[src/axi_wr_settings.svh]
// Word addressed widths; changing AXW_MEM_WORDS needs a power of two for the memory index
`ifndef AXI_WR_SETTINGS_SVH
`define AXI_WR_SETTINGS_SVH

// Address bits on AW and on the read port
`define AXW_ADDR_WIDTH 16

// One data word per beat
`define AXW_DATA_WIDTH 32

// AXI length field, beats = len + 1
`define AXW_LEN_WIDTH 8

// Memory depth in words
// Addresses at or above this are out of range
`define AXW_MEM_WORDS 256

`endif
[src/axi_wr_pkg.sv]
// Shared AXI write types; only FIXED and INCR bursts are served, WRAP is rejected by the slave
package axi_wr_pkg;

	// AXI burst encodings
	typedef enum logic [1:0] {
		FIXED = 2'b00, // Same address every beat
		INCR  = 2'b01, // Address steps by one word
		WRAP  = 2'b10  // Not supported here
	} burst_t;

	// Write response codes in use
	typedef enum logic [1:0] {
		OKAY   = 2'b00,
		SLVERR = 2'b10
	} resp_t;

	// Master phase sequence
	typedef enum logic [1:0] {
		WR_IDLE, // Waiting for start_write
		WR_ADDR, // AW presented
		WR_DATA, // Streaming beats
		WR_RESP  // Waiting for B
	} wr_state_t;

endpackage

[src/axi_burst_write_master.sv]
// One burst at a time; write_data must show the current beat whenever wvalid is high
`timescale 1ns/10ps
`include "axi_wr_settings.svh"

module axi_burst_write_master
	import axi_wr_pkg::*;
(
	input  logic                       clk,
	input  logic                       resetn,

	// Control side
	input  logic                       start_write,
	input  logic [`AXW_ADDR_WIDTH-1:0] write_addr,
	input  logic [`AXW_LEN_WIDTH-1:0]  write_len,
	input  logic [2:0]                 write_size,
	input  burst_t                     write_burst,
	input  logic [`AXW_DATA_WIDTH-1:0] write_data,

	// AW channel
	output logic [`AXW_ADDR_WIDTH-1:0] awaddr,
	output logic [`AXW_LEN_WIDTH-1:0]  awlen,
	output logic [2:0]                 awsize,
	output burst_t                     awburst,
	output logic                       awvalid,
	input  logic                       awready,

	// W channel
	output logic [`AXW_DATA_WIDTH-1:0] wdata,
	output logic                       wlast,
	output logic                       wvalid,
	input  logic                       wready,

	// B channel
	input  logic                       bvalid,
	input  resp_t                      bresp,
	output logic                       bready,

	// Status back to the supplier
	output logic                       beat_take,
	output logic                       done,
	output logic                       busy,
	output logic                       wr_error
);

	wr_state_t                  state, state_nxt;
	logic [`AXW_ADDR_WIDTH-1:0] addr_q;   // Latched request
	logic [`AXW_LEN_WIDTH-1:0]  len_q;
	logic [2:0]                 size_q;
	burst_t                     burst_q;
	logic [`AXW_LEN_WIDTH-1:0]  beat_cnt; // Beats accepted so far
	logic                       err_q;
	logic                       start_ok;
	logic                       aw_hs;
	logic                       w_hs;
	logic                       b_hs;

	assign start_ok = start_write && (state == WR_IDLE); // Strobe ignored while busy
	assign aw_hs    = awvalid && awready;
	assign w_hs     = wvalid && wready;
	assign b_hs     = bvalid && bready;

	// Phase sequencing
	always_comb begin
		state_nxt = state;
		case (state)
			WR_IDLE: if (start_ok)          state_nxt = WR_ADDR;
			WR_ADDR: if (aw_hs)             state_nxt = WR_DATA;
			WR_DATA: if (w_hs && wlast)     state_nxt = WR_RESP;
			WR_RESP: if (b_hs)              state_nxt = WR_IDLE;
			default:                        state_nxt = WR_IDLE;
		endcase
	end

	always_ff @(posedge clk or negedge resetn) begin
		if (!resetn) begin
			state    <= WR_IDLE;
			beat_cnt <= '0;
			err_q    <= 1'b0;
		end else begin
			state <= state_nxt;
			if (start_ok) begin
				beat_cnt <= '0;   // Fresh count per burst
				err_q    <= 1'b0; // Status clears on a new start
			end else if (w_hs) begin
				beat_cnt <= beat_cnt + 1'b1; // Holds on stall cycles
			end
			if (b_hs)
				err_q <= (bresp == SLVERR);
		end
	end

	// Request fields, stable for the whole burst
	always_ff @(posedge clk) begin
		if (start_ok) begin
			addr_q  <= write_addr;
			len_q   <= write_len;
			size_q  <= write_size;
			burst_q <= write_burst;
		end
	end

	// AW channel straight from the latch
	assign awaddr  = addr_q;
	assign awlen   = len_q;
	assign awsize  = size_q;   // Carried only
	assign awburst = burst_q;
	assign awvalid = (state == WR_ADDR);

	// W channel
	assign wdata  = write_data;          // Supplier holds it until beat_take
	assign wvalid = (state == WR_DATA);
	assign wlast  = (beat_cnt == len_q); // Final beat of len_q + 1

	assign bready = (state == WR_RESP);

	assign beat_take = w_hs;       // Supplier steps to the next word
	assign done      = b_hs;
	assign busy      = (state != WR_IDLE);
	assign wr_error  = err_q;

	// A presented beat stays up until the slave takes it
	a_wvalid_hold: assert property (@(posedge clk) disable iff (!resetn)
		wvalid && !wready |=> wvalid)
		else $error("wvalid dropped without a handshake");

	// AW only right after an accepted start or while still unanswered
	a_awvalid_phase: assert property (@(posedge clk) disable iff (!resetn)
		awvalid |-> $past(start_ok) || ($past(awvalid) && !$past(awready)))
		else $error("awvalid outside the address phase");

endmodule

[config.mk]
export PLATFORM = sky130hd
export DESIGN_NAME = axi_burst_write_master
export DESIGN_NICKNAME = d
export VERILOG_FILES = /design/src/axi_wr_pkg.sv /design/src/axi_burst_write_master.sv
export VERILOG_INCLUDE_DIRS = /design/src
export SDC_FILE = /design/constraint.sdc
export NUM_CORES = 1
export LEC_CHECK = 0
export BUFFER_PORTS_ARGS = -buffer_cell sky130_fd_sc_hd__buf_2
export CORE_ASPECT_RATIO = 0.75
export CORE_UTILIZATION = 40
export DETAILED_ROUTE_END_ITERATION = 10
export PLACE_DENSITY = 0.79
export SYNTH_ARGS = -nofsm -noshare
export SYNTH_HDL_FRONTEND = slang
export SYNTH_SLANG_ARGS = --single-unit
export TNS_END_PERCENT = 10
[constraint.sdc]
create_clock -name clk -period 2.8 [get_ports clk]
set_input_delay 0.42 -clock clk [delete_from_list [all_inputs] [get_ports clk]]
set_output_delay 0.42 -clock clk [all_outputs]
set_load 0.01 [all_outputs]
Yosys cells after proc, flatten, opt, wreduce, memory -nomap -nowiden --
Index checks and enable logic that the tools add are counted.
Cells by class: multiplexer cells 9, reductions and logical operators 10, equal/unequal tests 9, add/subtract/negate cells 1
Operators with widths (count):
- $mux 8 | 2
- $add 8x1->8 const B | 1
- $eq 8x8->1 | 1
- $mux 2 | 4
- $pmux 2 s4 | 1
- $eq 2x2->1 const B | 3
- $ne 2x1->1 const B | 3
- $reduce_bool 2->1 | 3
- $logic_and 1x1->1 | 5
- $reduce_and 4->1 | 1
- $eq 2x1->1 const B | 1
- $logic_not 2->1 | 1
- $mux 1 | 2
- $ne 2x2->1 const B | 1
Word-level totals: output and inout bits 69, input port bits 69, register bits 40, word-level logic and storage cells 36

Depth between registers and ports, before layout --
Gate-level depths: netlist of the first run.
word-level depth 5, gate-level depth with buffers 7, depth with buffers taken out 6

Worst setup path after synthesis of the first run --
No wires, ideal clock.
path type register -> register, start register state[1], end register addr_q[0], in the netlist awaddr[0] (enable), cell stages (with the launch flop) 5, setup time 0.404 ns, required time 2.396 ns, slack 0.574 ns, period minus slack after synthesis 2.226 ns, buffers on the path 1, data arrival time 1.822 ns, path through dfrtp_1 inv_1 ha_1 and2_1 clkbuf_1
On the way: longest elaborated chain between the ends 2
RTL lines:
- start, declared | line axi_burst_write_master.sv:45 | wr_state_t state, state_nxt;
- start signal, assigned | line axi_burst_write_master.sv:80 | state <= state_nxt;
- $logic_not 2->1 | line axi_burst_write_master.sv:57 | assign start_ok = start_write && (state == WR_IDLE);
- $logic_and 1x1->1 | line axi_burst_write_master.sv:57
- net start_ok | line axi_burst_write_master.sv:52 | logic start_ok;
- end signal, assigned | line axi_burst_write_master.sv:95 | addr_q <= write_addr;
- end, declared | line axi_burst_write_master.sv:46 | logic [`AXW_ADDR_WIDTH-1:0] addr_q;
The timed path passes the listed nets, and every way through them passes these cells. A chain may end at the register's enable or synchronous reset.

Final worst setup path of the first run --
start register state[0], end output beat_take
On the way: longest elaborated chain between the ends 2
RTL lines:
- $eq 2x2->1 | line axi_burst_write_master.sv:111 | assign wvalid = (state == WR_DATA);
- $logic_and 1x1->1 | line axi_burst_write_master.sv:59 | assign w_hs = wvalid && wready;
- end, declared | line axi_burst_write_master.sv:39 | output logic beat_take,
No other way between the ends.

==> impl_metrics.toml, run 1 <==
[worst_setup_path]
cp-end-kind = "output pin"
path_class = "reg -> out"
cp-start-kind = "register"
reg2reg_from = "state[1]"
rrSetupSlack_ns = 1.08
reg2reg_depth = 6
path_max_fanout = 9
r2r-end = "state[0]"
required_ns = 2.38
arrival_ns = 1.66

[timing]
slew_viol_final = 0
fin_crit_ns = 2.081
period_share_pct = 74.32
fmax_mhz = 480.6
worst_clock_skew_ns = 0.003536
setup-tns-final_ns = 0
holdWs_ns = 0.2973
worst_pin_slew_ns = 0.4437
rsz0062_at_grt = "false"
relSlewSlack_pct = 70.42
final_hold_viol_count = 0
finalSetupViolCount = 0

[cells_and_area]
area_growth_pct = 16.52
layout.nets = 262
final_layout_size_suffix_gt1_share_pct = 46.81
nFillCells = 391
diodes = 0

[synth]
syn_nets = 214
ys_seq_area_share_pct = 60.54
yosys_register_bits = 40
yosysWarnings = 0
yosys.cell_types.count = 31
synthCells = 139
avgSynthCellArea_um2 = 13.62
synth_area_um2 = 1893

[clocking]
cts.sinks = 40
post_cts_buffers = 0
cts_resized = 0
numCtsBuffers = 5
cts_tree = "yes"
clk_pin_slew_ns = 0.08
htreeDepth = 2
clk_latency_ns = 0.29
cts_root_buf = "clkbuf_8"
cts.path.max_buffers = 2

[power_and_ir_drop]
power.leakage_nw = 1.004
vdd_drop_max_uv = 447.4
powerDensity_nw_per_um2 = 844.2

[routing]
routedWlPerCell_um = 13.87
drc = 0
first_pass_iters = 4
wl_um = 3397
postRouteAntennaNets = 0
routed-via-count = 1143
drt_iter0_drc = 51
via_per_inst = 4.665

[run_status]
outcome = "complete, no violations"

[grt]
grt_pass1_wl_um = 4788
overflow = 0
grt_pass1_vias = 1029
grtUsageTotal_pct = 13.76
grt_start_max_net_pins = 39
antenna_found_initial = 0

[place]
place_congestion = 0.7580
portBuffers = 73
dp_hpwl_um = 2597

[job]
drv_cap = 0

[hold_path]
holdPathEnd = "awsize[1]"
hold_path_depth = 1
hp-class = "in -> reg"
hold_start = "write_size[1]"

[floorplanning]
die_w_um = 81.44
num_rows = 21
initial_core_util_pct = 42.13
ios = 138
core_area_um2 = 4493
die_y_um = 61.58
dieArea_um2 = 5014
-- metal layers --
metal | vias up | global-route usage [%] | part of all wire, %
met5 | - | 0 | 0
met4 | 0 | 10.71 | 4.1
met3 | 23 | 5.778 | 7.1
met2 | 53 | 20.00 | 48
met1 | 525 | 16.31 | 40
li1 | 542 | - | -
-- critical path, stage by stage (launching register included) --
cell	delay, ns
dfrtp_1	0.40
inv_1	0.14
ha_1	0.25
and2_1	0.37
buf_2	0.20
-- stage by stage --
| stage | total power, mW | utilization, % | instance area [µm²] | setup WS (ns) | cells |
|---|---|---|---|---|---|
| 2_1_floorplan | 1.273 | - | 1893 | 0.5736 | 139 |
| 3_3_place_gp | 1.409 | 46.48 | 2088 | 1.060 | 236 |
| 3_5_place_dp | 1.427 | 46.48 | 2088 | 1.026 | 236 |
| 4_1_cts | 1.886 | 49.10 | 2206 | 0.6920 | 245 |
| 5_1_grt | 1.978 | 49.10 | 2206 | 0.5797 | 245 |
| 6_report | 1.862 | 49.10 | 2206 | 0.7191 | 245 |
-- worst max-delay path by stage --
stage / from / to / slack (ns)
global placement: beat_cnt[6] / wlast / 1.06
floorplan: state[1] / awaddr[0] / 0.57
detailed placement: state[0] / beat_take / 1.03
CTS: state[0] / beat_take / 0.69
finish: state[0] / beat_take / 0.72
global route: state[0] / beat_take / 0.58
-- power by group --
group | leakage, nW | switching (mW) | internal, mW
clock network | 0.0552 | 0.193 | 0.264
logic | 0.534 | 0.322 | 0.248
registers | 0.415 | 0.0608 | 0.774
total | 1.00 | 0.576 | 1.29
-- placed cells by master, fill, tap and decap left out, types with 2 or more instances in the layout --
| cell type | count |
|---|---|
| nor4_2 | 2 |
| buf_2 | 73 |
| ha_1 | 6 |
| inv_1 | 4 |
| nand4_1 | 5 |
| dfrtp_1 | 11 |
| nor2_1 | 9 |
| clkbuf_8 | 5 |
| and3_1 | 2 |
| xor2_1 | 14 |
| edfxtp_1 | 29 |
| and2_1 | 4 |
| nand2_1 | 2 |
-- cell type report --
| class | instances | area, µm² | area share [%] |
|---|---|---|---|
| flip-flops and latches | 40 | 1146 | 51.96 |
| clock inverters | 2 | 35.03 | 1.588 |
| repair buffers | 75 | 382.9 | 17.36 |
| clock buffers | 6 | 72.57 | 3.290 |
| inverters | 4 | 15.01 | 0.6807 |
| well taps | 57 | 71.32 | 3.233 |
| multi-input cells | 61 | 483.0 | 21.89 |
-- kinds of logic (layout without fill, tap and decap cells) --
logic type	after synthesis	count (layout)	synth area share [%]
buffers and inverters	38	87	13.95
adders and majority gates	6	6	3.966
muxes	2	2	1.124
DFF	40	40	60.54
xor gates and xnor gates	15	15	6.940
and+or+nand+nor	33	33	10.77
AOI/OAI and AO/OA	5	5	2.710
-- flip-flops by register name, summed over array words and instances (netlist names) --
register / flops
awaddr: 16
awlen: 8
beat_cnt: 8
awsize: 3
awburst: 2
state: 2
wr_error: 1
-- cell usage after synthesis --
| library cell | instances | area, µm² |
|---|---|---|
| nor2b_1 | 1 | 6.260 |
| nor2_1 | 9 | 33.78 |
| o21ai_1 | 1 | 5.000 |
| nand2b_1 | 1 | 6.260 |
| nand3b_1 | 1 | 7.510 |
| xor2_1 | 14 | 122.6 |
| buf_2 | 1 | 5.000 |
| o31a_1 | 1 | 8.760 |
| nor2b_4 | 1 | 13.76 |
| edfxtp_1 | 29 | 870.8 |
| and3_1 | 2 | 12.51 |
| and2b_1 | 1 | 7.510 |
| a31oi_1 | 1 | 6.260 |
| inv_1 | 4 | 15.01 |
| nor3_1 | 1 | 5.000 |
| dfrtp_1 | 11 | 275.3 |
| nor4_2 | 2 | 25.02 |
| o311ai_2 | 1 | 16.27 |
| nand2_1 | 2 | 7.510 |
| mux2_1 | 1 | 11.26 |
| mux2i_1 | 1 | 10.01 |
| a311oi_2 | 1 | 15.01 |
| nand3_1 | 1 | 5.000 |
| ha_1 | 6 | 75.07 |
| buf_4 | 32 | 240.2 |
| nand4_1 | 5 | 31.28 |
| and2_2 | 1 | 7.510 |
| and2_1 | 4 | 25.02 |
| clkbuf_1 | 1 | 3.750 |
| nor3_2 | 1 | 10.01 |
| xnor2_1 | 1 | 8.760 |
-- repair_timing --
| action | CTS | global route |
|---|---|---|
| hold buffers | 1 | 0 |
| endpoints found under the setup margin | 0 | 0 |
| endpoints found under the hold margin | 11 | 0 |
Power figures use the tool's default switching activity.
==> run 2, diff against run 1 <==
--- a/config.mk
+++ b/config.mk
@@ -8,9 +8,9 @@
 export LEC_CHECK = 0
 export BUFFER_PORTS_ARGS = -buffer_cell sky130_fd_sc_hd__buf_2
 export CORE_ASPECT_RATIO = 0.75
-export CORE_UTILIZATION = 40
+export CORE_UTILIZATION = 36
 export DETAILED_ROUTE_END_ITERATION = 10
-export PLACE_DENSITY = 0.79
+export PLACE_DENSITY = 0.75
 export SYNTH_ARGS = -nofsm -noshare
 export SYNTH_HDL_FRONTEND = slang
 export SYNTH_SLANG_ARGS = --single-unit
==> constraint.sdc (replaced) <==
create_clock -name clk -period 1.7 [get_ports clk]
set_input_delay 0.255 -clock clk [delete_from_list [all_inputs] [get_ports clk]]
set_output_delay 0.255 -clock clk [all_outputs]
set_load 0.01 [all_outputs]
==> impl_metrics.toml, run 2 (same netlist as run 1, synthesis figures left out) <==
[worst_setup_path]
path_max_fanout = 3
cp-end-kind = "output pin"
arrival_ns = 1.58
cp-start-kind = "register"
required_ns = 1.44
path_class = "reg -> out"

[cells_and_area]
final_common_cell = "buf_2"
largest_reg_flops = 16
multi_input_area_um2 = 519.2
fin_cells = 271
stdcell_area_um2 = 2364
regArea_um2 = 1147
utilization_pct = 47.44
diodes = 0
layout.nets = 273
area_growth_pct = 24.85
layout_common_cells = "72 x buf_2, 29 x edfxtp_1, 13 x xor2_1"
final_layout_size_suffix_gt1_share_pct = 55.28
nFillCells = 469

[timing]
final_hold_viol_count = 0
slew_viol_final = 0
rsz0062_at_grt = "true"
worst_pin_slew_ns = 0.3533
setup_ws_ns = -0.1316
relSlewSlack_pct = 76.25
fmax_mhz = 546.0
holdWs_ns = 0.1395
worst_clock_skew_ns = 0.006836
finalSetupViolCount = 1
period_share_pct = 107.7
fin_crit_ns = 1.832

[grt]
grtUsageTotal_pct = 12.10
grt_pass1_vias = 1097
grt_start_max_net_pins = 39
overflow = 0
antenna_found_initial = 0
grt_pass1_wl_um = 5043

[routing]
via_per_inst = 4.387
drc = 0
wl_met2_um = 1487
first_pass_iters = 4
drt_iter0_drc = 39
wl_um = 3272
wl_met1_um = 1443
wl_met3_um = 312
routed-via-count = 1189
postRouteAntennaNets = 0
routedWlPerCell_um = 12.07
highest_layer = "met4"

[floorplanning]
ios = 138
die_w_um = 85.74
die_y_um = 64.80
num_rows = 22
initial_core_util_pct = 38.00
core_area_um2 = 4982
dieArea_um2 = 5556

[clocking]
clk_latency_ns = 0.29
htreeDepth = 2
cts.sinks = 40
numCtsBuffers = 5
cts.path.max_buffers = 2
clk_pin_slew_ns = 0.08
cts_tree = "yes"
cts_root_buf = "clkbuf_8"

[run_status]
outcome = "finished with violations"
violations = "setup timing"

[power_and_ir_drop]
swShare_pct = 30.55
powerDensity_nw_per_um2 = 1375
total_power_mw = 3.250
p_clk_share_pct = 23.2
p_sw_uw = 993.1
pwr-share-comb_pct = 34.5
p_int_mw = 2.257
power.leakage_nw = 1.075
seq_power_share_pct = 42.3
vdd_drop_max_uv = 547.0

[place]
dpl_cell_area_um2 = 2143
portBuffers = 73
dp_hpwl_um = 2344
placed_cells_incl_taps = 254
place_congestion = 0.7129

[job]
drv_cap = 0

[hold_path]
hp-class = "in -> reg"
[run 2: cell types whose count changed in the layout (fill, tap and decap cells not counted), moves of 2 or more]
cell	before	now
inv_1	4	2
ha_1	6	4
inv_2	0	2
buf_4	1	11
and2_1	4	1
ha_2	0	2
and2_4	0	2
[run 2: repair_timing]
item	4_1_cts	5_1_grt
pin swaps	4	7
setup endpoints to repair	4	4
endpoints found under the hold margin	11	0
resized for setup	2	12
buffers inserted	5	3
hold buffers	1	0
[run 2: worst paths after layout]
kind | slack [ns] | from | endpoint | cells after the start
setup / recovery | -0.13 | beat_cnt[6] | wlast | 4
hold / removal | 0.14 | write_len[2] | awlen[2] | 1
setup reg to reg | 0.11 | beat_cnt[6] | state[1] | 6
hold reg to reg | 0.53 | wr_error | wr_error | 2
max in group asynchronous | 1.08 | resetn | state[1] | 2
min in group asynchronous | 0.38 | resetn | state[0] | 2
[run 2: metal layers]
metal  track usage (%)  up-vias
met5                 0        -
met4             3.750        0
met3             6.115        5
met2             18.70       72
met1             14.81      549
li1                  -      563
[run 2: area by class of cell]
class                   count  area share [%]
clock buffers               6           3.070
clock inverters             2           1.482
inverters                   4          0.6353
multi-input cells          61           21.97
flip-flops and latches     40           48.54
well taps                  72           3.812
repair buffers             86           20.49
[run 2: power by group through the flow]
stage	registers (mW)	clock network (mW)	logic, mW
detailed placement	1.40	0	1.01
floorplan	1.45	0	0.643
CTS	1.37	0.783	1.07
global placement	1.39	0	0.988
finish	1.38	0.754	1.12
global route	1.40	0.820	1.24
[run 2: stage by stage]
| step | setup TNS [ns] | setup WS, ns |
|---|---|---|
| 2_1_floorplan | 0 | 0.06666 |
| 3_3_place_gp | 0 | 0.06319 |
| 3_5_place_dp | 0 | 0.006421 |
| 4_1_cts | -0.1611 | -0.1458 |
| 5_1_grt | -0.1939 | -0.1873 |
| 6_report | -0.1316 | -0.1316 |
[run 2: worst max-delay path: stages (launching register included)]
cell and delay (ns):
dfrtp_1 0.41, xor2_1 0.18, nor4_2 0.39, and2_4 0.22, buf_6 0.09
==> run 3, diff against run 2 <==
--- a/config.mk
+++ b/config.mk
@@ -7,9 +7,9 @@
 export NUM_CORES = 1
 export LEC_CHECK = 0
 export BUFFER_PORTS_ARGS = -buffer_cell sky130_fd_sc_hd__buf_2
-export CORE_ASPECT_RATIO = 0.75
 export CORE_UTILIZATION = 36
 export DETAILED_ROUTE_END_ITERATION = 10
+export MAX_ROUTING_LAYER = met4
 export PLACE_DENSITY = 0.75
 export SYNTH_ARGS = -nofsm -noshare
 export SYNTH_HDL_FRONTEND = slang
==> impl_metrics.toml, run 3 (same netlist as run 1, synthesis figures left out) <==
[timing]
slew_viol_final = 0
setup_ws_ns = -0.09218
worst_pin_slew_ns = 0.2683
relSlewSlack_pct = 81.97
fmax_mhz = 558.0
worst_clock_skew_ns = 0.001606
fin_crit_ns = 1.792
final_hold_viol_count = 0
finalSetupViolCount = 1
period_share_pct = 105.4
rsz0062_at_grt = "true"

[clocking]
numCtsBuffers = 5
clk_pin_slew_ns = 0.07
cts.sinks = 40
cts_root_buf = "clkbuf_8"
htreeDepth = 2
clk_latency_ns = 0.29
cts.path.max_buffers = 2
cts_tree = "yes"

[job]
drv_cap = 0

[worst_setup_path]
arrival_ns = 1.54
cp_slowest_cell = "edfxtp_1"
critical_path.max_stage_delay_ns = 0.41
cp_num_buf_inv = 1
cp-end-kind = "output pin"
crit_cells = 4
rrSetupSlack_ns = 0.07
critPathLaunch = "awlen[7]"
path_max_fanout = 2
path_class = "reg -> out"
cpLargestDelayFamily = "simple AND/OR/NAND/NOR gates"
cp-start-kind = "register"
path_cells = "xor2_1 -> nor4_2 -> and2_1 -> buf_2"
required_ns = 1.44
reg2reg_from = "state[0]"
crit_end = "wlast"
reg2reg_depth = 6
r2r-end = "state[0]"

[routing]
postRouteAntennaNets = 0
via_per_inst = 4.442
routed-via-count = 1195
wl_um = 3259
drt_iter0_drc = 31
first_pass_iters = 4
drc = 0
routedWlPerCell_um = 12.12

[floorplanning]
num_rows = 26
core_area_um2 = 5075
initial_core_util_pct = 37.30
die_y_um = 74.52
die_w_um = 74.52
ios = 138
dieArea_um2 = 5552

[cells_and_area]
diodes = 0
largest_reg_flops = 16
layout_common_cells = "73 x buf_2, 29 x edfxtp_1, 14 x xor2_1"
final_common_cell = "buf_2"
layout.nets = 274
stdcell_area_um2 = 2312
area_growth_pct = 22.14
final_layout_size_suffix_gt1_share_pct = 52.26

[grt]
grt_pass1_wl_um = 4726
grt_pass1_vias = 1066
grtUsageTotal_pct = 12.05
antenna_found_initial = 0
overflow = 0
grt_start_max_net_pins = 39

[power_and_ir_drop]
vdd_drop_max_uv = 688.7
total_power_mw = 3.040
powerDensity_nw_per_um2 = 1315
power.leakage_nw = 1.063

[place]
place_congestion = 0.8282
dp_hpwl_um = 2333
portBuffers = 73
dpl_cell_area_um2 = 2141

[run_status]
violations = "setup timing"
outcome = "finished with violations"

[hold_path]
hp-class = "in -> reg"
-- run 3: cell types whose count changed in the layout (fill, tap and decap cells not counted), sizes merged --
cell	delta
buf	+1
bufinv	-1
-- run 3: worst min path at each step --
stage,cells after the start,start,end,slack (ns)
2_1_floorplan,0,resetn,beat_cnt[0],-0.04
3_3_place_gp,1,resetn,beat_cnt[5],0.15
3_5_place_dp,1,resetn,beat_cnt[5],0.15
4_1_cts,1,write_addr[10],awaddr[10],0.13
5_1_grt,1,write_addr[10],awaddr[10],0.12
6_report,1,write_size[2],awsize[2],0.14
-- run 3: cell type report --
type                    instances  area (µm²)
repair buffers                 87       485.5
clock buffers                   6       72.57
inverters                       4       15.01
multi-input cells              61       500.5
flip-flops and latches         40        1146
well taps                      70       87.58
fillers                       498        2763
clock inverters                 1       5.005
-- run 3: repair_timing --
item	4_1_cts	5_1_grt
endpoints found under the setup margin	3	4
pin swaps	3	5
hold buffers	1	0
endpoints found under the hold margin	11	0
setup buffers	4	5
gates resized for setup	3	4
-- run 3: per-layer routing --
metal	global-route usage, %	wire length, µm	share of wire [%]
met1	13.50	1369	42
met2	19.02	1554	48
met3	5.014	273	8.4
met4	4.822	61	1.9
met5	-	0	0
-- run 3: metrics by stage --
stage / std cells / TNS (ns) / utilization [%] / hold slack [ns] / setup WS [ns]
finish: 269 / -0.09218 / 45.56 / 0.1374 / -0.09218
global route: 269 / -0.2164 / 45.56 / 0.1205 / -0.1628
CTS: 264 / -0.1156 / 44.67 / 0.1283 / -0.1156
detailed placement: 252 / -0.006288 / 42.18 / 0.1487 / -0.006288
global placement: 252 / 0 / 42.18 / 0.1463 / 0.06457
floorplan: 139 / 0 / - / -0.04059 / 0.06666
-- run 3: power breakdown --
part | switching (mW) | internal, mW
clock | 0.304 | 0.279
sequential | 0.0882 | 1.27
combinational | 0.573 | 0.522
